===== config.mk =====
export PLATFORM = sky130hd
export DESIGN_NAME = voice_mixer
export DESIGN_NICKNAME = d
export VERILOG_FILES = /design/src/synth_pkg.sv /design/src/voice_mixer.sv
export SDC_FILE = /design/constraint.sdc
export NUM_CORES = 1
export LEC_CHECK = 0
export BUFFER_PORTS_ARGS = -buffer_cell sky130_fd_sc_hd__buf_2
export CORE_UTILIZATION = 45
export CTS_CLUSTER_DIAMETER = 120
export CTS_CLUSTER_SIZE = 24
export DETAILED_ROUTE_END_ITERATION = 16
export HOLD_SLACK_MARGIN = 0.15
export PLACE_DENSITY_LB_ADDON = 0.3
export SLEW_MARGIN = 20
export SYNTH_ARGS = -nofsm -noshare
export SYNTH_HDL_FRONTEND = slang
export SYNTH_SLANG_ARGS = --single-unit

===== constraint.sdc =====
create_clock -name reg_clk -period 9.6 [get_ports reg_clk]
set_input_delay 1.92 -clock reg_clk [delete_from_list [all_inputs] [get_ports reg_clk]]
set_output_delay 1.92 -clock reg_clk [all_outputs]
set_load 0.05 [all_outputs]

===== src/synth_pkg.sv =====
// synthesizer configuration shared by the voices and the mixer
// import where audio widths, envelope steps or pitch lookup are needed
package synth_pkg;

    localparam int ENV_BITS   = 16;  // envelope level width
    localparam int PHASE_BITS = 24;  // phase accumulator width

    localparam logic [ENV_BITS-1:0] ATTACK_STEP  = 16'd256;  // rise per trig
    localparam logic [ENV_BITS-1:0] RELEASE_STEP = 16'd128;  // fall per trig

    typedef enum logic [1:0] {
        ENV_IDLE    = 2'd0,
        ENV_ATTACK  = 2'd1,
        ENV_SUSTAIN = 2'd2,
        ENV_RELEASE = 2'd3
    } env_state_t;

    // ceil(log2(value)), zero for value 1
    function automatic int clogb2(input int value);
        int v;
        int n;
        v = value - 1;
        n = 0;
        while (v > 0) begin
            n++;
            v = v >> 1;
        end
        return n;
    endfunction

    // key to phase increment
    // bottom octave table for a 48 kHz trig rate, shifted up per octave
    function automatic logic [PHASE_BITS-1:0] key_to_inc(input logic [6:0] key);
        logic [13:0] base;
        logic [3:0]  octave;
        logic [3:0]  semi;
        octave = 4'(key / 7'd12);
        semi   = 4'(key % 7'd12);
        case (semi)
            4'd1:    base = 14'd3028;
            4'd2:    base = 14'd3208;
            4'd3:    base = 14'd3398;
            4'd4:    base = 14'd3600;
            4'd5:    base = 14'd3815;
            4'd6:    base = 14'd4041;
            4'd7:    base = 14'd4282;
            4'd8:    base = 14'd4536;
            4'd9:    base = 14'd4806;
            4'd10:   base = 14'd5092;
            4'd11:   base = 14'd5395;
            default: base = 14'd2858;  // C, key 0 is 8.18 Hz
        endcase
        return PHASE_BITS'(base) << octave;
    endfunction

endpackage


===== src/voice_mixer.sv =====
// two channel mixer, even voices left and odd voices right
// also reports how many voices are busy
`timescale 1ns/1ps

module voice_mixer #(
    parameter int VOICES        = 8,
    parameter int AUD_BIT_DEPTH = 24
) (
    input  logic                               reg_clk,
    input  logic                               rst,
    input  logic                               trig,
    input  logic signed [AUD_BIT_DEPTH-1:0]    samples [VOICES],
    input  logic [VOICES-1:0]                  voice_free,
    output logic signed [AUD_BIT_DEPTH-1:0]    lsound_out,
    output logic signed [AUD_BIT_DEPTH-1:0]    rsound_out,
    output logic [synth_pkg::clogb2(VOICES):0] active_keys,
    output logic                               run
);
    import synth_pkg::*;

    localparam int V_WIDTH  = clogb2(VOICES);
    localparam int SHIFT    = clogb2(VOICES / 2);   // headroom per channel
    localparam int SUM_BITS = AUD_BIT_DEPTH + SHIFT;

    logic                       trig_d;   // voices settle one cycle after trig
    logic signed [SUM_BITS-1:0] lsum;
    logic signed [SUM_BITS-1:0] rsum;
    logic [V_WIDTH:0]           key_cnt;

    always_comb begin
        lsum = '0;
        rsum = '0;
        for (int i = 0; i < VOICES / 2; i++) begin
            lsum = lsum + samples[2*i];     // even
            rsum = rsum + samples[2*i+1];   // odd
        end
    end

    // busy voices are the cleared free bits
    always_comb begin
        key_cnt = '0;
        for (int i = 0; i < VOICES; i++) begin
            key_cnt = key_cnt + (V_WIDTH + 1)'(!voice_free[i]);
        end
    end

    always_ff @(posedge reg_clk) begin
        if (rst) begin
            trig_d      <= 1'b0;
            lsound_out  <= '0;
            rsound_out  <= '0;
            active_keys <= '0;
            run         <= 1'b0;
        end else begin
            trig_d      <= trig;
            active_keys <= key_cnt;
            run         <= (key_cnt != '0);
            if (trig_d) begin
                // top bits of the sum, same as an arithmetic shift by SHIFT
                lsound_out <= lsum[SUM_BITS-1 -: AUD_BIT_DEPTH];
                rsound_out <= rsum[SUM_BITS-1 -: AUD_BIT_DEPTH];
            end
        end
    end

endmodule

# After elaboration in Yosys (flattened, before gate mapping)
# Cells that the tools add are included.
[totals] input_bits=203 reg_bits=54 wordCells=27
[classes] n_addsub=13 reduce_logical=9
[op_table] op="25-bit by 24-bit adder with 26-bit output" n=2
[op_table] op="26-bit by 24-bit adder with 26-bit output" n=2
[op_table] op="24-bit by 24-bit adder with 25-bit output" n=2
[op_table] op="4-bit by 1-bit adder with 4-bit output" n=4
[op_table] op="1-bit zero test" n=8
[op_table] op="3-bit by 1-bit adder with 4-bit output" n=1
[op_table] op="4-bit nonzero test" n=1
[op_table] op="2-bit by 1-bit adder with 3-bit output" n=1
[op_table] op="1-bit by 1-bit adder with 2-bit output" n=1

# Logic depth before layout (Yosys ltp)
[logic_depth] depth_word=9 depth_mapped=14 ltp_nobuf=14

# Least setup slack after synthesis
# OpenSTA, ideal clock, no wires.
[synth_timing] path_kind="input-to-reg" startpoint="input samples[25] (netlist name)" endpoint="register lsound_out[15]" path_slack_ns=4.653 path_stages=14 arrival_ns=4.821 n_path_buf=0 path_cell_list="inv_1 -> fa_1 -> inv_1 -> fa_1 -> nand2_1 -> nor2_1 -> fa_1 -> a21o_1 -> a311oi_2 -> a2bb2oi_1 -> a21oi_1 -> a31oi_1 -> xor2_1 -> o21ai_1"
[synth_between] elab_chain_len=1
[synth_rtl] item="start, declared" line_no="voice_mixer.sv:12" source="input logic signed [AUD_BIT_DEPTH-1:0] samples [VOICES],"
[synth_rtl] item="26-bit by 24-bit adder with 26-bit output" line_no="voice_mixer.sv:34" source="lsum = lsum + samples[2*i];"
[synth_rtl] item="end signal, assigned" line_no="voice_mixer.sv:60" source="lsound_out <= lsum[SUM_BITS-1 -: AUD_BIT_DEPTH];"
[synth_rtl] item="end, declared" line_no="voice_mixer.sv:14" source="output logic signed [AUD_BIT_DEPTH-1:0] lsound_out,"
# No other way between the ends.
# A chain may end at the register's enable or synchronous reset.

# Final worst setup path
[layout_timing] startpoint="input samples[25] (netlist name)" endpoint="register lsound_out[21]"
# The elaborated chain is that of the path after synthesis.

==> run summary <==
Status = completed
Worst-Skew Late Latency = 290 ps
First-pass GRT wire length = 26,700 um
CTS max path bufs = 2
IO Count = 256
Crit path buffers/inverters = 3
Fin. Hold Viols = 0
Hold WC Path Type = register to register
Max IR drop VDD = 0.000119 V
Main flop type after synthesis = dfxtp_1
Initial DRC Count = 252
Worst-margin pin slew = 824 ps
Grt total ovfl = 0
Crit-path most repeated cell = fa_1
Final period util = 52.9%
Leak Pwr = 5.20 nW
Setup_tns = 0 ps
Routed Antenna Nets = 0
Critical-path top delay cell = fa_1
Crit path cell chain = buf_2 -> inv_1 -> fa_1 -> inv_1 -> fa_1 -> nand2_1 -> nor2_1 -> fa_1 -> a21o_1 -> a311oi_2 -> nor3_2 -> nor3_2 -> a211oi_1 -> xnor2_1 -> o21ai_1
DR WL/cell = 11.8 um
Via Count = 6,436
Flop and latch count out of synthesis = 54
RSZ-0062 raised after global routing = false
Number of synthesized flops with an enable pin = 0
Comb power frac = 70.3%
Max Fclk = 0.197 GHz
Dpl cells = 1,356
Setup Fix Bufs, Post-CTS = 0
Avg Inst Size Synth = 8.11 sq um
Fin nets = 1,501
Critical Path RT = 9770 ps
Post-CTS sizing = 0
Tmin final = 5080 ps
Worst Clk Skew = 6.32 ps
Critical Path Max Stage Delay = 530 ps
MaxCap Viol Count = 0
Cell area after synthesis = 7280 sq um
Sw Share = 50.1%
Clock network power share = 12.3%
Antenna diode count = 0
CTS buffer count = 5
CTS tree = done
Seq pwr share = 17.4%
FP Rows = 46
Via density = 4.72
Die Span X = 129 um
Worst-path fanout max = 4
Placer congestion estimate = 0.869
Post-synthesis sequential area ratio = 14.8%
Arr. time, crit path = 5250 ps
Post-synthesis async set-or-reset flop share = 0%
Power per cell area = 194 nW/um^2
Detailed Routing Iterations Pass 1 = 7
Hold buffers post-CTS = 0
Fraction of layout cells with a size suffix above 1 = 24.7%
Setup Viol. Count Final = 0
Port buffer count = 255
Drc violations = 0
Most frequent cells in the layout = inv_1 (298), buf_2 (255), fa_1 (102)
Core area = 15,800 sq um
CP Launch Type = input pin
Die span in y = 129 um
Initial antenna violation count = 0
Critical path type = input pin to register
Root buf cell = clkbuf_16
Syn nets = 1,252
All-Layer GR Usage = 19.8%
Sw power = 0.000870 W
Delay-heaviest family, CP = adder cells
Synth cell types = 59
CTS Sinks = 54
Post-Syn Instances = 898
Yosys warns = 0
Die area = 16,700 sq um
Htree depth = 2
Starting density of the core = 46.0%
Most common cell after layout, fill and taps aside = inv_1
Vias in the first global route = 5,990
Rel. slew slack = 45.1%
Largest net degree at the start of global routing = 32
Internal = 0.000865 W
Clk slew on worst S/H paths = 70 ps
CP Capture Type = register
Non-filler instance count after layout = 1,363
Syn-to-layout area delta = 23.1%
DP HPWL = 14,000 um
Routed WL = 16,100 um
Slew Limit Fails = 0
worst min-delay path, stage by stage, from the launching register on:
cell and delay [ps]:
dfxtp_1 330, nand2_1 40, o21ai_0 50
power by group through the flow:
stage          logic [W]  registers, W  clock network, W
2_1_floorplan   0.000784      0.000465                 0
3_3_place_gp     0.00121      0.000305                 0
3_5_place_dp     0.00122      0.000305                 0
4_1_cts          0.00123      0.000301          0.000220
5_1_grt          0.00137      0.000307          0.000227
6_report         0.00122      0.000301          0.000213
cells by family after synthesis:
| family | after synthesis | share of synthesized area [%] |
|---|---|---|
| multiplexers | 14 | 1.92 |
| buffers and inverters | 314 | 16.2 |
| flip-flops | 54 | 14.8 |
| AND/OR/NAND/NOR | 152 | 9.62 |
| adder cells (fa/ha/maj) | 151 | 36.5 |
| XOR/XNOR | 43 | 5.17 |
| AO/OA/AOI/OAI | 170 | 15.8 |
sequential cells by signal, indices dropped and copies added (netlist names):
name and cells:
run 1, active_keys 4, lsound_out 24, trig_d 1, rsound_out 24
path summary, 6_finish.rpt:
path / startpoint / end / slack (ps) / cells past startpoint
setup / recovery: samples[25] / lsound_out[21] / 4520 / 15
hold / removal: rsound_out[8] / rsound_out[8] / 450 / 2
setup reg to reg: trig_d / lsound_out[20] / 7480 / 4
hold reg to reg: rsound_out[8] / rsound_out[8] / 450 / 2
layout make-up:
type	count	area (sq um)
tap	216	270
timing repair buffer	258	1300
fill	1454	6870
clock buffer	6	139
sequential	54	1080
inverter	298	1120
clock inverter	1	30.0
multi-input combinational	530	5020
routing by layer:
metal  GRT usage, %  vias up  share of wire, %
met3           4.25        7               7.7
met4           2.21        0              0.45
met2           35.3      181                48
met1           25.2     2998                44
met5              0        -                 0
li1               -     3250                 -
cell usage after synthesis, drive strengths merged, types with 2 or more instances:
master   number  share of area (%)
xnor2        24                2.9
and2          2               0.17
a211oi        5               0.52
clkbuf       13               0.67
a21oi        51                3.5
or2           2               0.17
o22ai         2               0.17
a221oi        4               0.74
or3           2               0.17
o21bai        4               0.41
o21ai        43                3.0
o211ai        5               0.52
nor2b         7               0.60
nor3          8               0.69
fa          102                 28
ha           49                8.4
nor3b         2               0.21
mux2i        14                1.9
a31oi         8               0.86
a41oi         3               0.46
nand2b        3               0.26
o21a          4               0.41
a211o         2               0.24
nand3        10               0.69
dfxtp        54                 15
a311o         2               0.27
o31ai         6                1.1
and3          8               0.69
buf           3               0.19
nor2         37                1.9
xor2         19                2.3
a311oi        3               0.45
inv         298                 15
a21o         17                1.8
o2bb2ai       2               0.24
nand4         3               0.26
o31a          2               0.24
nand2        63                3.2
or4           2               0.21
metrics by stage:
step | area [sq um] | worst slack (ps) | utilization, % | total power [W] | hold slack, ps
after floorplan | 7280 | 4650 | - | 0.00125 | 602
after global placement | 8790 | 4310 | 55.5 | 0.00151 | 433
after detailed placement | 8790 | 4230 | 55.5 | 0.00153 | 437
after CTS | 8960 | 4530 | 56.6 | 0.00175 | 453
after global routing | 8960 | 4290 | 56.6 | 0.00190 | 479
final | 8960 | 4520 | 56.6 | 0.00174 | 451
No activity file was read; power rests on OpenSTA's default activity.
