[src/midi_pkg.sv]
// note event and voice command formats
// used between the note input, the voice allocator and the voices
package midi_pkg;

    localparam int KEY_BITS = 7;  // midi key number
    localparam int VEL_BITS = 7;  // midi velocity

    // decoded note event from the midi side
    // one cycle strobe qualifies it at the top level
    typedef struct packed {
        logic                on;        // 1 note on, 0 note off
        logic [KEY_BITS-1:0] key;
        logic [VEL_BITS-1:0] velocity;
    } note_event_t;

    // command to a single voice
    // start and stop are one cycle pulses, never both
    typedef struct packed {
        logic                start;     // (re)trigger attack
        logic                stop;      // go to release
        logic [KEY_BITS-1:0] key;       // pitch for start
        logic [VEL_BITS-1:0] velocity;  // peak level for start
    } voice_cmd_t;

endpackage

[src/synth_pkg.sv]
// synthesizer configuration shared by the voices and the mixer
// import where audio widths, envelope steps or pitch lookup are needed
package synth_pkg;

    localparam int ENV_BITS   = 16;  // envelope level width
    localparam int PHASE_BITS = 24;  // phase accumulator width

    localparam logic [ENV_BITS-1:0] ATTACK_STEP  = 16'd256;  // rise per trig
    localparam logic [ENV_BITS-1:0] RELEASE_STEP = 16'd128;  // fall per trig

    typedef enum logic [1:0] {
        ENV_IDLE    = 2'd0,
        ENV_ATTACK  = 2'd1,
        ENV_SUSTAIN = 2'd2,
        ENV_RELEASE = 2'd3
    } env_state_t;

    // ceil(log2(value)), zero for value 1
    function automatic int clogb2(input int value);
        int v;
        int n;
        v = value - 1;
        n = 0;
        while (v > 0) begin
            n++;
            v = v >> 1;
        end
        return n;
    endfunction

    // key to phase increment
    // bottom octave table for a 48 kHz trig rate, shifted up per octave
    function automatic logic [PHASE_BITS-1:0] key_to_inc(input logic [6:0] key);
        logic [13:0] base;
        logic [3:0]  octave;
        logic [3:0]  semi;
        octave = 4'(key / 7'd12);
        semi   = 4'(key % 7'd12);
        case (semi)
            4'd1:    base = 14'd3028;
            4'd2:    base = 14'd3208;
            4'd3:    base = 14'd3398;
            4'd4:    base = 14'd3600;
            4'd5:    base = 14'd3815;
            4'd6:    base = 14'd4041;
            4'd7:    base = 14'd4282;
            4'd8:    base = 14'd4536;
            4'd9:    base = 14'd4806;
            4'd10:   base = 14'd5092;
            4'd11:   base = 14'd5395;
            default: base = 14'd2858;  // C, key 0 is 8.18 Hz
        endcase
        return PHASE_BITS'(base) << octave;
    endfunction

endpackage

[src/voice_allocator.sv]
// voice allocation for incoming note events
// keeps the key held by each voice and turns events into voice commands
`timescale 1ns/1ps

module voice_allocator #(
    parameter int VOICES = 8
) (
    input  logic                  reg_clk,
    input  logic                  rst,
    input  logic                  note_valid,    // one cycle strobe
    input  midi_pkg::note_event_t note,
    input  logic [VOICES-1:0]     voice_free,    // levels from the voices
    output midi_pkg::voice_cmd_t  cmd [VOICES],  // registered commands
    output logic                  note_dropped   // no voice for a note on
);
    import synth_pkg::*;
    import midi_pkg::*;

    localparam int V_WIDTH = clogb2(VOICES);

    logic [KEY_BITS-1:0] key_tab [VOICES];  // key per voice
    logic [VOICES-1:0]   pend;              // start issued last cycle
    logic [VOICES-1:0]   busy;
    logic                hit;
    logic                have_free;
    logic [V_WIDTH-1:0]  hit_idx;
    logic [V_WIDTH-1:0]  free_idx;
    logic [V_WIDTH-1:0]  sel_idx;
    logic                issue;
    logic                drop_n;
    voice_cmd_t          cmd_n;
    logic [2*VOICES-1:0] cmd_bits;

    //////////////////////////////////////////////////////////////////////
    // voice search
    //////////////////////////////////////////////////////////////////////

    // free bit only falls one cycle after the start, so cover that gap
    always_comb begin
        for (int i = 0; i < VOICES; i++) begin
            pend[i] = cmd[i].start;
        end
        busy = ~voice_free | pend;
    end

    // downward scan so the lowest index wins
    always_comb begin
        hit       = 1'b0;
        hit_idx   = '0;
        have_free = 1'b0;
        free_idx  = '0;
        for (int i = VOICES - 1; i >= 0; i--) begin
            if (busy[i] && key_tab[i] == note.key) begin
                hit     = 1'b1;
                hit_idx = V_WIDTH'(i);
            end
            if (!busy[i]) begin
                have_free = 1'b1;
                free_idx  = V_WIDTH'(i);
            end
        end
    end

    //////////////////////////////////////////////////////////////////////
    // command decision
    //////////////////////////////////////////////////////////////////////

    always_comb begin
        cmd_n          = '0;
        cmd_n.key      = note.key;
        cmd_n.velocity = note.velocity;
        sel_idx        = '0;
        issue          = 1'b0;
        drop_n         = 1'b0;
        if (note_valid) begin
            if (note.on) begin
                if (hit) begin                  // same key held, retrigger
                    issue       = 1'b1;
                    sel_idx     = hit_idx;
                    cmd_n.start = 1'b1;
                end else if (have_free) begin
                    issue       = 1'b1;
                    sel_idx     = free_idx;
                    cmd_n.start = 1'b1;
                end else begin
                    drop_n = 1'b1;              // all voices taken
                end
            end else if (hit) begin
                issue      = 1'b1;
                sel_idx    = hit_idx;
                cmd_n.stop = 1'b1;
            end
            // note off with no match falls through
        end
    end

    always_ff @(posedge reg_clk) begin
        if (rst) begin
            for (int i = 0; i < VOICES; i++) begin
                cmd[i] <= '0;
            end
            note_dropped <= 1'b0;
        end else begin
            for (int i = 0; i < VOICES; i++) begin
                cmd[i] <= (issue && sel_idx == V_WIDTH'(i)) ? cmd_n : '0;
            end
            note_dropped <= drop_n;
        end
    end

    // key table only read for busy voices
    always_ff @(posedge reg_clk) begin
        if (issue && cmd_n.start) begin
            key_tab[sel_idx] <= note.key;
        end
    end

    //////////////////////////////////////////////////////////////////////
    // checks
    //////////////////////////////////////////////////////////////////////

    always_comb begin
        for (int i = 0; i < VOICES; i++) begin
            cmd_bits[2*i]   = cmd[i].start;
            cmd_bits[2*i+1] = cmd[i].stop;
        end
    end

    a_one_cmd: assert property (@(posedge reg_clk) disable iff (rst)
        $countones(cmd_bits) <= 1)
        else $error("more than one voice command in a cycle");

    a_drop_src: assert property (@(posedge reg_clk) disable iff (rst)
        note_dropped |-> $past(note_valid && note.on))
        else $error("note_dropped without a note on");

endmodule

[config.mk]
export PLATFORM = sky130hd
export DESIGN_NAME = voice_allocator
export DESIGN_NICKNAME = d
export VERILOG_FILES = /design/src/midi_pkg.sv /design/src/synth_pkg.sv /design/src/voice_allocator.sv
export SDC_FILE = /design/constraint.sdc
export NUM_CORES = 1
export LEC_CHECK = 0
export BUFFER_PORTS_ARGS = -buffer_cell sky130_fd_sc_hd__buf_2
export CORE_ASPECT_RATIO = 1.2
export CORE_MARGIN = 2
export CORE_UTILIZATION = 45
export CTS_CLUSTER_SIZE = 16
export DETAILED_ROUTE_END_ITERATION = 6
export HOLD_SLACK_MARGIN = 0.08
export PLACE_DENSITY_LB_ADDON = 0.25
export SLEW_MARGIN = 20
export SYNTH_ARGS = -nofsm -noshare
export SYNTH_HDL_FRONTEND = slang
export SYNTH_SLANG_ARGS = --single-unit
[constraint.sdc]
create_clock -name reg_clk -period 4.25 [get_ports reg_clk]
set_input_delay 1.275 -clock reg_clk [delete_from_list [all_inputs] [get_ports reg_clk]]
set_output_delay 1.275 -clock reg_clk [all_outputs]
set_load 0.01 [all_outputs]
# Yosys cells after proc, flatten, opt, wreduce, memory -nomap -nowiden
# Memory sizes are Yosys's and may differ from the RTL's.
# Index checks and enable logic that the tools add are counted.
# classes
bitwise	12
mul	0
div_mod_pow	0
n_addsub	0
eq_ne	15
shift	0
n_mux	48
n_reduce_logical	27
order_cmp	0
# op_table
op	n
3-bit 2-to-1 mux	21
7-bit == test	8
1-bit 2-to-1 mux	26
1-bit logical AND	17
2-bit OR reduction	8
3-bit == test, second input constant	4
1-bit NOT	10
8-bit NOT	1
8-bit bitwise OR	1
3-bit by 2-bit == test with 1-bit output, second input constant	2
4-bit OR reduction	1
3-bit by 1-bit == test with 1-bit output, second input constant	1
3-bit logical NOT	1
2-bit 2-to-1 mux	1
# totals
input_bits	26
n_memories	1
ram_bits	56
ff_bits	129
latchBits	0
mem_bits_ro	0
output_inout_bits	129
elab_cells	136
# mem_list
name	depth	width	read_ports	rd_ports_with_merged_regs	write_ports	line_no	text
key_tab	8	7	8	0	1	voice_allocator.sv:21	logic [KEY_BITS-1:0] key_tab [VOICES];

# Longest topological paths before layout
# logic_depth
ltp_word	18
depth_mapped	10
ltp_nobuf	7

# Worst setup path after synthesis
# No wires, ideal clock.
# synth_timing
path_kind	input port to flip-flop
from	input port note[9] in the netlist's numbering
to	memory key_tab[4][0], enable pin
path_slack_ps	490
required_ps	3870
t_arrival_ps	3380
setup_ps	380
cell_stages	9
path_buffers	2
cell_sequence	buf_4 -> xor2_1 -> nor4_1 -> and4_1 -> nor3_1 -> a22oi_1 -> nand2_1 -> buf_2 -> nor3_1
# synth_between
elab_chain_len	16
word_cells_on_any_way	45
classes_between	eq/ne: 8; mux: 28; reduce/logical: 9
# synth_lines
element	line_no	text
start: declaration	voice_allocator.sv:11	input midi_pkg::note_event_t note,
7-bit == test	voice_allocator.sv:53	if (busy[i] && key_tab[i] == note.key) begin
1-bit logical AND	voice_allocator.sv:53	
1-bit 2-to-1 mux (8 in a row)	voice_allocator.sv:53	
1-bit 2-to-1 mux (on tied branches)	voice_allocator.sv:88, voice_allocator.sv:77	
1-bit 2-to-1 mux	voice_allocator.sv:76	if (note.on) begin
1-bit 2-to-1 mux or 2-bit 2-to-1 mux (tied branches)	voice_allocator.sv:75	if (note_valid) begin
1-bit logical AND	voice_allocator.sv:113	if (issue && cmd_n.start) begin
1-bit 2-to-1 mux	voice_allocator.sv:113	
1-bit 2-to-1 mux (not written as such)	voice_allocator.sv:114	key_tab[sel_idx] <= note.key;
end: declaration	voice_allocator.sv:21	
# Parallel ways exist; a longest one is shown, timed or not.

# Worst setup path after layout
# layout_timing
from	input port note[12] in the netlist's numbering
to	memory key_tab[5][6], enable pin
# Same word-level chain as after synthesis.

==> out/metrics.cfg <==
[setup_path]
cpMostUsedCell = buf_4
cp_slowest_cell = a211oi_1
crit_fanout = 38
required_ns = 4.43
cpLargestDelayFamily = buffers and inverters
worstPathCellList = buf_2 > xor2_1 > nor4_1 > nand4_1 > a211oi_1 > a21o_2 > buf_4 > nor3_1 > buf_4
worst-path-buf-inv = 3
crit_arrival_ns = 3.86
path_class = input port to register
startpoint_type = input port
cp_slowest_stage_delay_ns = 0.60
worstSetupEndpointType = register

[global_routing]
grt_pass1_wl_um = 24700
grt_pass1_vias = 4478
antenna_found_initial = 1
grt-ovfl-total = 0
grt.total_usage_pct = 21.05
grt_max_degree = 39

[cts]
insertion_delay_ns = 0.42
cts_tree = built
hold_buffers = 0
cts_made_buffers = 17
clkTransAtPathRegs_ns = 0.07
ctsHtreeMaxLevel = 4
cts_num_sinks = 185
root_buffer = clkbuf_16
post_cts_resized = 0
post_cts_buffers = 0
clock_path_buffers = 2

[cells_and_area]
drive_gt1_share_pct = 32.64
final_net_count = 733
fin_cells = 892
mostFrequentLayoutCells = buf_2, dfxtp_1, nor3_1, edfxtp_1, nor2_1
final_common_cell = buf_2
syn2layout_area_growth_pct = 25.03
fillers = 1153

[sta]
skew_ns = 0.01282
fmax_ghz = 0.2721
fin_crit_sh_pct = 86.48
relSlewSlack_pct = 55.74
rsz0062_at_grt = false
worst_pin_slew_ns = 0.6579
period_minus_slack_ns = 3.675
finalSetupViolCount = 0
maxSlewViolCount = 0
tns_ns = 0
finalHoldViolCount = 0

[synthesis]
yosys.area.top_type = dfxtp_1
yosysWarningCount = 0
yosysSeqAreaShare_pct = 66.60
ys_seq_elements = 185
synth_area_leaders = dfxtp_1, edfxtp_1, nor3_1
synthesis.area_um2 = 6402
synth_top_area_share_pct = 40.34
syn_area_per_cell_um2 = 11.86
synth_cell_types = 42
syn_nets = 566
syn_inst = 540

[place]
place.gp.congestion = 0.8923
dp_hpwl_um = 10860
io_buffer_count = 154
dpl.cell_count = 859

[floorplan]
die_w_um = 112.9
die_y_um = 134.7
rows = 47
die-area_um2 = 15200
num_io_pins = 155
core_um2 = 13880
start_util_pct = 46.13

[route]
dr.pass1.iters = 7
viasPerCell = 5.202
antenna_left = 0
drc = 22
vias = 4640
wl_um = 15810
dr.first_iter.drc_count = 483
wire_per_inst_um = 17.72

[pwr]
vdd_ir_drop_max_mv = 0.2495
p_leak_nw = 3.441
power_density_nw_per_um2 = 445.6

[outcome]
violations = DRC
status = finished with violations

[flow_run]
maxCapViolCount = 0

[worst_hold_path]
min_path_type = register to register

-- stage by stage --
step	setup WS [ns]	power [mW]	util, %	hold WS (ns)	cell area, um^2
final	0.5747	3.567	57.68	0.9202	8005
after global routing	0.3251	3.689	57.68	0.9661	8005
after CTS	0.6634	3.596	57.66	0.9148	8003
after detailed placement	0.2238	2.080	53.49	0.9085	7423
after global placement	0.3592	2.076	53.49	0.9121	7423
after floorplan	0.4897	2.000	-	0.7984	6402
-- layer usage --
layer / track usage, % / up-vias / routed length [um]
li1: - / 2215 / -
met1: 26.58 / 2207 / 6632
met2: 35.94 / 198 / 7867
met3: 4.623 / 20 / 992
met4: 7.182 / 0 / 313
met5: 0 / - / 0
-- power breakdown --
part	switching [mW]	internal (mW)
combinational	0.143	0.0622
sequential	0.00437	1.83
clock	0.737	0.791
-- worst register-to-register path, cell delays in order, from the launching register on --
cell and delay, ns:
edfxtp_1 0.38, xor2_1 0.15, nor4_1 0.37, nand4_1 0.21
a211oi_1 0.56, a21o_2 0.22, buf_4 0.39, nor3_1 0.13
buf_4 0.18
-- area by class of cell --
type	count	area (um^2)	share of cell area (%)
Sequential cell	185	4264	53.27
Multi-Input combinational cell	303	1889	23.60
Timing Repair Buffer	184	996.0	12.44
Clock buffer	18	429.2	5.361
Tap cell	171	214.0	2.673
Clock inverter	14	150.1	1.876
Inverter	16	60.06	0.7502
Antenna cell	1	2.502	0.03126
-- logic make-up after synthesis --
kind of cell | Yosys count | share of synthesized area [%]
compound gates | 17 | 2.052
xor+xnor | 56 | 7.661
buf+inv | 52 | 4.026
flops | 185 | 66.60
simple gates | 230 | 19.66
-- worst paths after layout --
check,cells past startpoint,to,from,slack [ns]
max reg2reg,8,key_tab[5][6],key_tab[2][5],1.42
min reg2reg,4,note_dropped,cmd[15],0.92
max,9,key_tab[5][6],note[12],0.57
min,4,note_dropped,cmd[15],0.92
-- cell usage after synthesis --
library cell and instances:
and4_1 4, a22oi_1 1, a21oi_2 1, a21oi_1 1, buf_4 5, nor4b_4 1
nor2_1 55, or4_1 1, nor4_1 9, o21ai_2 1, or4b_4 1, dfxtp_1 129
a21boi_0 1, nand4_1 28, clkbuf_1 10, xnor2_1 25, nand3_2 1, nand2b_1 10
buf_2 17, nand2_1 19, nor4_2 8, xor2_1 31, a21o_2 1, a211oi_1 1
and2_1 1, a211oi_2 2, nand3b_1 1, o211a_1 1, buf_1 1, nor2b_1 4
nand3_1 6, o211ai_1 1, o22ai_1 1, buf_6 3, nor3_1 71, o21ai_0 4
edfxtp_1 56, nand4b_1 1, and3_1 7, nor3_2 2, a31o_2 1, inv_1 16
-- state kept, by name, indices dropped and copies added, names as in the netlist --
register / count
cmd: 128
note_dropped: 1
key_tab: 56
No activity file was read; power rests on OpenSTA's default activity.
