`src/midi_pkg.sv`:
```
// note event and voice command formats
// used between the note input, the voice allocator and the voices
package midi_pkg;

    localparam int KEY_BITS = 7;  // midi key number
    localparam int VEL_BITS = 7;  // midi velocity

    // decoded note event from the midi side
    // one cycle strobe qualifies it at the top level
    typedef struct packed {
        logic                on;        // 1 note on, 0 note off
        logic [KEY_BITS-1:0] key;
        logic [VEL_BITS-1:0] velocity;
    } note_event_t;

    // command to a single voice
    // start and stop are one cycle pulses, never both
    typedef struct packed {
        logic                start;     // (re)trigger attack
        logic                stop;      // go to release
        logic [KEY_BITS-1:0] key;       // pitch for start
        logic [VEL_BITS-1:0] velocity;  // peak level for start
    } voice_cmd_t;

endpackage

```
`src/synth_pkg.sv`:
```
// synthesizer configuration shared by the voices and the mixer
// import where audio widths, envelope steps or pitch lookup are needed
package synth_pkg;

    localparam int ENV_BITS   = 16;  // envelope level width
    localparam int PHASE_BITS = 24;  // phase accumulator width

    localparam logic [ENV_BITS-1:0] ATTACK_STEP  = 16'd256;  // rise per trig
    localparam logic [ENV_BITS-1:0] RELEASE_STEP = 16'd128;  // fall per trig

    typedef enum logic [1:0] {
        ENV_IDLE    = 2'd0,
        ENV_ATTACK  = 2'd1,
        ENV_SUSTAIN = 2'd2,
        ENV_RELEASE = 2'd3
    } env_state_t;

    // ceil(log2(value)), zero for value 1
    function automatic int clogb2(input int value);
        int v;
        int n;
        v = value - 1;
        n = 0;
        while (v > 0) begin
            n++;
            v = v >> 1;
        end
        return n;
    endfunction

    // key to phase increment
    // bottom octave table for a 48 kHz trig rate, shifted up per octave
    function automatic logic [PHASE_BITS-1:0] key_to_inc(input logic [6:0] key);
        logic [13:0] base;
        logic [3:0]  octave;
        logic [3:0]  semi;
        octave = 4'(key / 7'd12);
        semi   = 4'(key % 7'd12);
        case (semi)
            4'd1:    base = 14'd3028;
            4'd2:    base = 14'd3208;
            4'd3:    base = 14'd3398;
            4'd4:    base = 14'd3600;
            4'd5:    base = 14'd3815;
            4'd6:    base = 14'd4041;
            4'd7:    base = 14'd4282;
            4'd8:    base = 14'd4536;
            4'd9:    base = 14'd4806;
            4'd10:   base = 14'd5092;
            4'd11:   base = 14'd5395;
            default: base = 14'd2858;  // C, key 0 is 8.18 Hz
        endcase
        return PHASE_BITS'(base) << octave;
    endfunction

endpackage

```
`src/synth_voice.sv`:
```
// single synth voice with sawtooth oscillator and linear envelope
// driven by commands from the allocator, sample updated on each trig
`timescale 1ns/1ps

module synth_voice #(
    parameter int AUD_BIT_DEPTH = 24
) (
    input  logic                            reg_clk,
    input  logic                            rst,
    input  logic                            trig,    // sample strobe
    input  midi_pkg::voice_cmd_t            cmd,
    output logic                            free,    // high while idle
    output logic signed [AUD_BIT_DEPTH-1:0] sample
);
    import synth_pkg::*;

    localparam int SAW_BITS  = 16;                   // oscillator bits used
    localparam int PROD_BITS = SAW_BITS + ENV_BITS;  // signed product range

    env_state_t                 state;
    env_state_t                 state_n;
    logic [ENV_BITS-1:0]        env;
    logic [ENV_BITS-1:0]        env_n;
    logic [ENV_BITS:0]          env_sum;    // attack sum with carry
    logic [ENV_BITS-1:0]        peak;       // attack target
    logic [PHASE_BITS-1:0]      phase;
    logic [PHASE_BITS-1:0]      phase_n;
    logic [PHASE_BITS-1:0]      phase_inc;
    logic signed [SAW_BITS-1:0] saw;
    logic signed [PROD_BITS:0]  prod;

    //////////////////////////////////////////////////////////////////////
    // oscillator
    //////////////////////////////////////////////////////////////////////

    assign phase_n = trig ? phase + phase_inc : phase;
    assign saw     = phase_n[PHASE_BITS-1 -: SAW_BITS];  // ramp read as signed

    always_ff @(posedge reg_clk) begin
        if (rst) begin
            phase     <= '0;
            phase_inc <= '0;
        end else begin
            if (cmd.start) begin
                phase_inc <= key_to_inc(cmd.key);
            end
            phase <= phase_n;  // free running, no reset on start
        end
    end

    always_ff @(posedge reg_clk) begin
        if (cmd.start) begin
            peak <= ENV_BITS'(cmd.velocity) << 9;  // velocity * 512
        end
    end

    //////////////////////////////////////////////////////////////////////
    // envelope
    //////////////////////////////////////////////////////////////////////

    always_comb begin
        state_n = state;
        env_n   = env;
        env_sum = {1'b0, env} + {1'b0, ATTACK_STEP};
        if (trig) begin
            case (state)
                ENV_ATTACK: begin
                    if (env_sum >= {1'b0, peak}) begin
                        env_n   = peak;         // capped
                        state_n = ENV_SUSTAIN;
                    end else begin
                        env_n = env_sum[ENV_BITS-1:0];
                    end
                end
                ENV_RELEASE: begin
                    if (env <= RELEASE_STEP) begin
                        env_n   = '0;
                        state_n = ENV_IDLE;
                    end else begin
                        env_n = env - RELEASE_STEP;
                    end
                end
                default: begin
                    // idle and sustain hold the level
                end
            endcase
        end
        if (cmd.stop && state != ENV_IDLE) begin
            state_n = ENV_RELEASE;
        end
        // restart keeps the level, no click
        if (cmd.start) begin
            state_n = ENV_ATTACK;
        end
    end

    always_ff @(posedge reg_clk) begin
        if (rst) begin
            state <= ENV_IDLE;
            env   <= '0;
        end else begin
            state <= state_n;
            env   <= env_n;
        end
    end

    // free rises the cycle after idle is reached
    always_ff @(posedge reg_clk) begin
        if (rst) begin
            free <= 1'b1;
        end else if (cmd.start) begin
            free <= 1'b0;
        end else if (state == ENV_IDLE) begin
            free <= 1'b1;
        end
    end

    //////////////////////////////////////////////////////////////////////
    // sample out
    //////////////////////////////////////////////////////////////////////

    assign prod = saw * $signed({1'b0, env_n});

    always_ff @(posedge reg_clk) begin
        if (rst) begin
            sample <= '0;
        end else if (trig) begin
            sample <= (state_n == ENV_IDLE) ? '0
                                            : prod[PROD_BITS-1 -: AUD_BIT_DEPTH];
        end
    end

    // silent voice whenever it reports free
    a_free_silent: assert property (@(posedge reg_clk) disable iff (rst)
        free |-> sample == '0)
        else $error("free voice with nonzero sample");

endmodule

```
`config.mk`:
```
export PLATFORM = sky130hd
export DESIGN_NAME = synth_voice
export DESIGN_NICKNAME = d
export VERILOG_FILES = /design/src/midi_pkg.sv /design/src/synth_pkg.sv /design/src/synth_voice.sv
export SDC_FILE = /design/constraint.sdc
export NUM_CORES = 1
export LEC_CHECK = 0
export ABC_AREA = 1
export BUFFER_PORTS_ARGS = -buffer_cell sky130_fd_sc_hd__buf_2
export CORE_MARGIN = 2
export CORE_UTILIZATION = 45
export CTS_CLUSTER_SIZE = 16
export DETAILED_ROUTE_END_ITERATION = 7
export GPL_ROUTABILITY_DRIVEN = 0
export PLACE_DENSITY = 0.72
export SLEW_MARGIN = 0
export SYNTH_ARGS = -nofsm -noshare
export SYNTH_HDL_FRONTEND = slang
export SYNTH_SLANG_ARGS = --single-unit
```
`constraint.sdc`:
```
create_clock -name reg_clk -period 12.1 [get_ports reg_clk]
set_input_delay 2.42 -clock reg_clk [delete_from_list [all_inputs] [get_ports reg_clk]]
set_output_delay 2.42 -clock reg_clk [all_outputs]
set_load 0.05 [all_outputs]
```
# Word-level counts from Yosys, hierarchy flattened

Memory sizes are Yosys's and may differ from the RTL's.
Index checks and enable logic that the tools add are counted.
W data, S select, Z words.

Register bits after elaboration: 98
Memories: 1
Word-level logic and storage cells: 41
Memory bits (read-only): 208

Equal/unequal tests: 2
Order comparisons: 2
Shift operators: 1
Multipliers: 1
Add/subtract/negate cells: 3
Multiplexer cells: 16
Divide/modulo/power cells: 2
Reductions and logical operators: 5

Memories:

| memory          | depth | width | read ports | clocked after memory_dff | write ports | line            | source |
|---|---|---|---|---|---|---|---|
| (no name shown) | 16    | 13    | 1          | 0                        | 0           | synth_pkg.sv:39 | `case (semi)` |

Operator list:

| kind                    | number |
|---|---|
| $mux W16                | 3 |
| $mux W24                | 2 |
| $mul A16 B17 Y32        | 1 |
| $pmux W16 S2            | 1 |
| $mux W14                | 2 |
| $add A24 B24 Y24        | 1 |
| $shl A14 B4 Y24         | 1 |
| $add A16 B9 Y17 const B | 1 |
| $ge A17 B16 Y1          | 1 |
| $le A16 B8 Y1 const B   | 1 |
| $sub A16 B8 Y16 const B | 1 |
| $mux W2                 | 5 |
| $div A7 B4 Y7 const B   | 1 |
| $mod A7 B4 Y7 const B   | 1 |
| $logic_not A2 Y1        | 2 |
| $pmux W2 S2             | 1 |
| $reduce_bool A2 Y1      | 2 |
| $eq A2 B1 Y1 const B    | 1 |
| $eq A2 B2 Y1 const B    | 1 |
| $mux W1                 | 2 |
| $logic_and A1 B1 Y1     | 1 |

# Depth between registers and ports, before layout

Word-level depth: 9
Mapped depth: 44
Gate-level depth less buffers: 43

# Worst setup path before layout

Ideal clock, no wire load.

Kind: in2reg
Start: input port trig
End: register sample[15]
Setup slack: 3.435 ns
Library setup time: 0.132 ns
Data arrival time: 8.532 ns
Buffers on the path: 4
Cell stages on the path: 28
Required time: 11.968 ns
Cells stage by stage: clkbuf_1 clkbuf_1 clkbuf_1 nand2_1 nand2_1 clkbuf_1 nand2_1 fa_1 inv_1 fa_1 inv_1 fa_1 inv_1 fa_1 fa_1 inv_1 fa_1 inv_1 ha_1 a21oi_1 inv_1 nor2_1 o21ai_0 a31oi_1 nand2_1 or2_2 nand3_1 a21oi_1

Longest elaborated chain between the ends: 5
Elaborated cells between the ends (all ways): 8
Those cells by class: mul: 1; mux: 6; reduce/logical: 1

Ends and longest elaborated chain:

| item                                                     | line               | source |
|---|---|---|
| from (decl)                                              | synth_voice.sv:10  | `input logic trig,` |
| branches (longest 5 deep; another with $mul A16 B17 Y32) | -                  |  |
| to (signal assigned)                                     | synth_voice.sv:128 | `sample <= (state_n == ENV_IDLE) ? '0` |
| to (decl)                                                | synth_voice.sv:13  | `output logic signed [AUD_BIT_DEPTH-1:0] sample` |

Parallel ways; which one is timed is not known.
A chain may end at the register's enable or synchronous reset.

# Final worst setup path

Start: input port trig
End: register sample[14]

The elaborated chain is that of the path after synthesis.

==> results.py <==
metrics = {
    "floorplanning": {
        "rows": 67,
        "start_util": 0.455,
        "die_area_um2": 35300,
        "die_w_um": 188,
        "core_um2": 33400,
        "die_y_um": 188,
        "io_pins": 44,
    },
    "route": {
        "routed_wl_mm": 43.1,
        "route.antenna.remaining_nets": 0,
        "via_per_inst": 5.41,
        "first_pass_iters": 6,
        "routedWlPerCell_um": 16.7,
        "post-route-drc-count": 0,
        "drt_first_iter_violations": 1197,
        "via_count": 14000,
    },
    "yosys": {
        "synth_edf_count": 7,
        "synth_seq_cells": 98,
        "synth_flop_cell": "dfxtp_1",
        "synth_area_leader_cell": "fa_1",
        "async_reset_ff_frac": 0,
        "synth_cell_types": 56,
        "syn_inst": 2123,
        "yosysWarnings": 0,
        "syn-cell-area_um2": 15200,
        "yosys-top-cells-area": "fa_1 26%, ha_1 13%, dfxtp_1 12%",
        "synth_area_per_cell_um2": 7.17,
        "ys_seq_area_frac": 0.134,
        "synth_fp_nets": 2491,
        "netlist.area_leader.share": 0.255,
    },
    "setup_path": {
        "path_delay_family": "adder cells",
        "regToRegSetupSlack_ns": 2.82,
        "end_kind": "flop",
        "critPathSlowestCell": "o21ai_1",
        "critPathMaxStageDelay_ns": 1.02,
        "required_ns": 12.39,
        "critical_path_class": "input pin to flop",
        "startpoint_type": "input pin",
        "crit_arrival_ns": 10.27,
        "path_max_fanout": 30,
        "path_buf_inv": 9,
    },
    "pwr": {
        "total_power_mw": 1.81,
        "intPower_mw": 0.899,
        "p_switching_mw": 0.907,
        "pwr-share-comb": 0.605,
        "max-vdd-ir-drop_uv": 110,
        "powerDensity_nw_per_um2": 111,
        "power_frac_clock": 0.179,
        "seqPwrFrac": 0.215,
        "switching_share": 0.502,
        "p_leak_nw": 8.32,
    },
    "finish": {
        "antenna_cells": 0,
        "finalNetCount": 2503,
        "fill_cells": 3277,
        "seqCellArea_um2": 2030,
        "syn2layout_area_growth_pct": 6.48,
        "multi_input_area_um2": 11400,
        "drive_gt1_frac": 0.0561,
    },
    "clocking": {
        "cts_tree": "built",
        "cts_root_buf": "clkbuf_16",
        "cts.sinks": 98,
        "cts.repair.resized": 0,
        "clk_pin_slew_ns": 0.07,
        "hold_buffers": 0,
        "clock_path_buffers": 2,
        "cts.htree.levels": 3,
        "cts-buffers-inserted": 9,
        "post-cts-setup-buffers": 0,
        "clk_latency_ns": 0.37,
    },
    "sta": {
        "maxSlewHeadroom": 0.209,
        "setup_viol": 0,
        "fin_worst_skew_ns": 0.00956,
        "setup_ws_ns": 2.12,
        "fmax_ghz": 0.100,
        "period_share": 0.825,
        "finalCriticalPeriod_ns": 9.98,
        "tns_ns": 0,
        "worst-slew-pin-transition_ns": 1.18,
        "rsz0062_at_grt": "false",
        "finalHoldViolations": 0,
        "finalMaxSlewViolations": 0,
    },
    "global_routing": {
        "grt_pass1_wl_mm": 71.3,
        "grt_max_degree": 76,
        "grt.total_usage": 0.251,
        "grt_pass1_vias": 14000,
        "overflow": 0,
        "antenna_found_initial": 0,
    },
    "place": {
        "hpwl_mm": 34.8,
        "dpl_worst_slack_ns": 2.12,
        "port_buffers": 43,
    },
    "min_path": {
        "hp-class": "flop to flop",
    },
    "outcome": {
        "status": "finished, final reports clean",
    },
    "run": {
        "cap_viol_max_count": 0,
    },
}
==> registers in the layout, summed over array words and instances (netlist names) <==
name / cells
env: 16
phase: 24
sample: 24
state: 2
peak: 7
free: 1
phase_inc: 24
==> per-layer routing <==
metal / global-route usage / wire length (um)
met5: 0 / 0
met4: 0.0978 / 1990
met3: 0.0386 / 3570
met2: 0.412 / 19600
met1: 0.334 / 18000
==> through the flow <==
stage	util	instance area [um2]	instances	hold slack (ns)
2_1_floorplan	-	15200	2123	0.430
3_3_place_gp	0.474	15900	2572	0.440
3_5_place_dp	0.474	15900	2572	0.448
4_1_cts	0.484	16200	2588	0.461
5_1_grt	0.484	16200	2588	0.492
6_report	0.484	16200	2588	0.461
==> power by group through the flow <==
stage / clock (mW) / sequential (mW) / combinational [mW]
final: 0.324 / 0.389 / 1.09
after global placement: 0 / 0.395 / 1.05
after CTS: 0.327 / 0.388 / 1.08
after global routing: 0.338 / 0.394 / 1.22
after detailed placement: 0 / 0.395 / 1.06
after floorplan: 0 / 0.445 / 0.730
==> cells in the final DEF, fill, tap and decap left out, types with 3 or more instances in the layout <==
cell	instances
xor2_1	23
o21ai_2	11
nand3_1	159
nor2_1	250
nor3_1	15
a22oi_1	4
edfxtp_1	7
o22ai_1	3
o21a_1	6
o21ai_0	71
inv_1	397
a21boi_0	3
nand4_1	13
nand2_1	454
ha_1	155
fa_1	194
clkinv_1	11
inv_2	10
a32o_1	3
a31oi_1	13
nand3b_1	6
nor4_1	3
o21ai_1	15
buf_2	43
clkbuf_16	10
or2_2	11
dfxtp_1	91
buf_4	14
nand2_2	4
xnor2_1	9
a21o_1	5
a21oi_1	93
==> cell usage after synthesis (13+ instances only) <==
master / number
a31oi_1: 13
inv_1: 397
nand3_1: 159
a21oi_1: 94
nor3_1: 15
clkbuf_1: 42
nand4_1: 13
dfxtp_1: 91
ha_1: 155
xor2_1: 23
nand2_1: 454
fa_1: 194
nor2_1: 250
o21ai_1: 14
o21ai_0: 72
==> cell families after synthesis <==
family                     count (synthesis)  share of synthesized area
AOI/OAI and AO/OA                        245                     0.0935
xor gates and xnor gates                  33                     0.0202
adders and majority gates                349                      0.383
buffers and inverters                    475                      0.119
DFF                                       98                      0.134
and+or+nand+nor                          923                      0.251
==> worst min-delay path, cell delays in order, from the launching register on <==
cell and delay (ns):
dfxtp_1 0.32, nand2_1 0.07, nor2_1 0.04
==> area by class of cell <==
cell class                      count  share of cell area
Multi-Input combinational cell   1550               0.703
Sequential cell                    98               0.125
Inverter                          419              0.0972
Tap cell                          448              0.0346
Timing Repair Buffer               57              0.0198
Clock buffer                       11              0.0163
Clock inverter                      5             0.00417
==> final timing paths <==
kind                               from                         end  depth (start not counted)
max                                trig     sample[14]$_SDFFE_PP0P_                         27
min          phase_inc[23]$_SDFFE_PP0P_  phase_inc[23]$_SDFFE_PP0P_                          2
max reg2reg           env[8]$_SDFF_PP0_     sample[14]$_SDFFE_PP0P_                         39
min reg2reg  phase_inc[23]$_SDFFE_PP0P_  phase_inc[23]$_SDFFE_PP0P_                          2
Note: power is estimated with default switching activity, not from simulation.
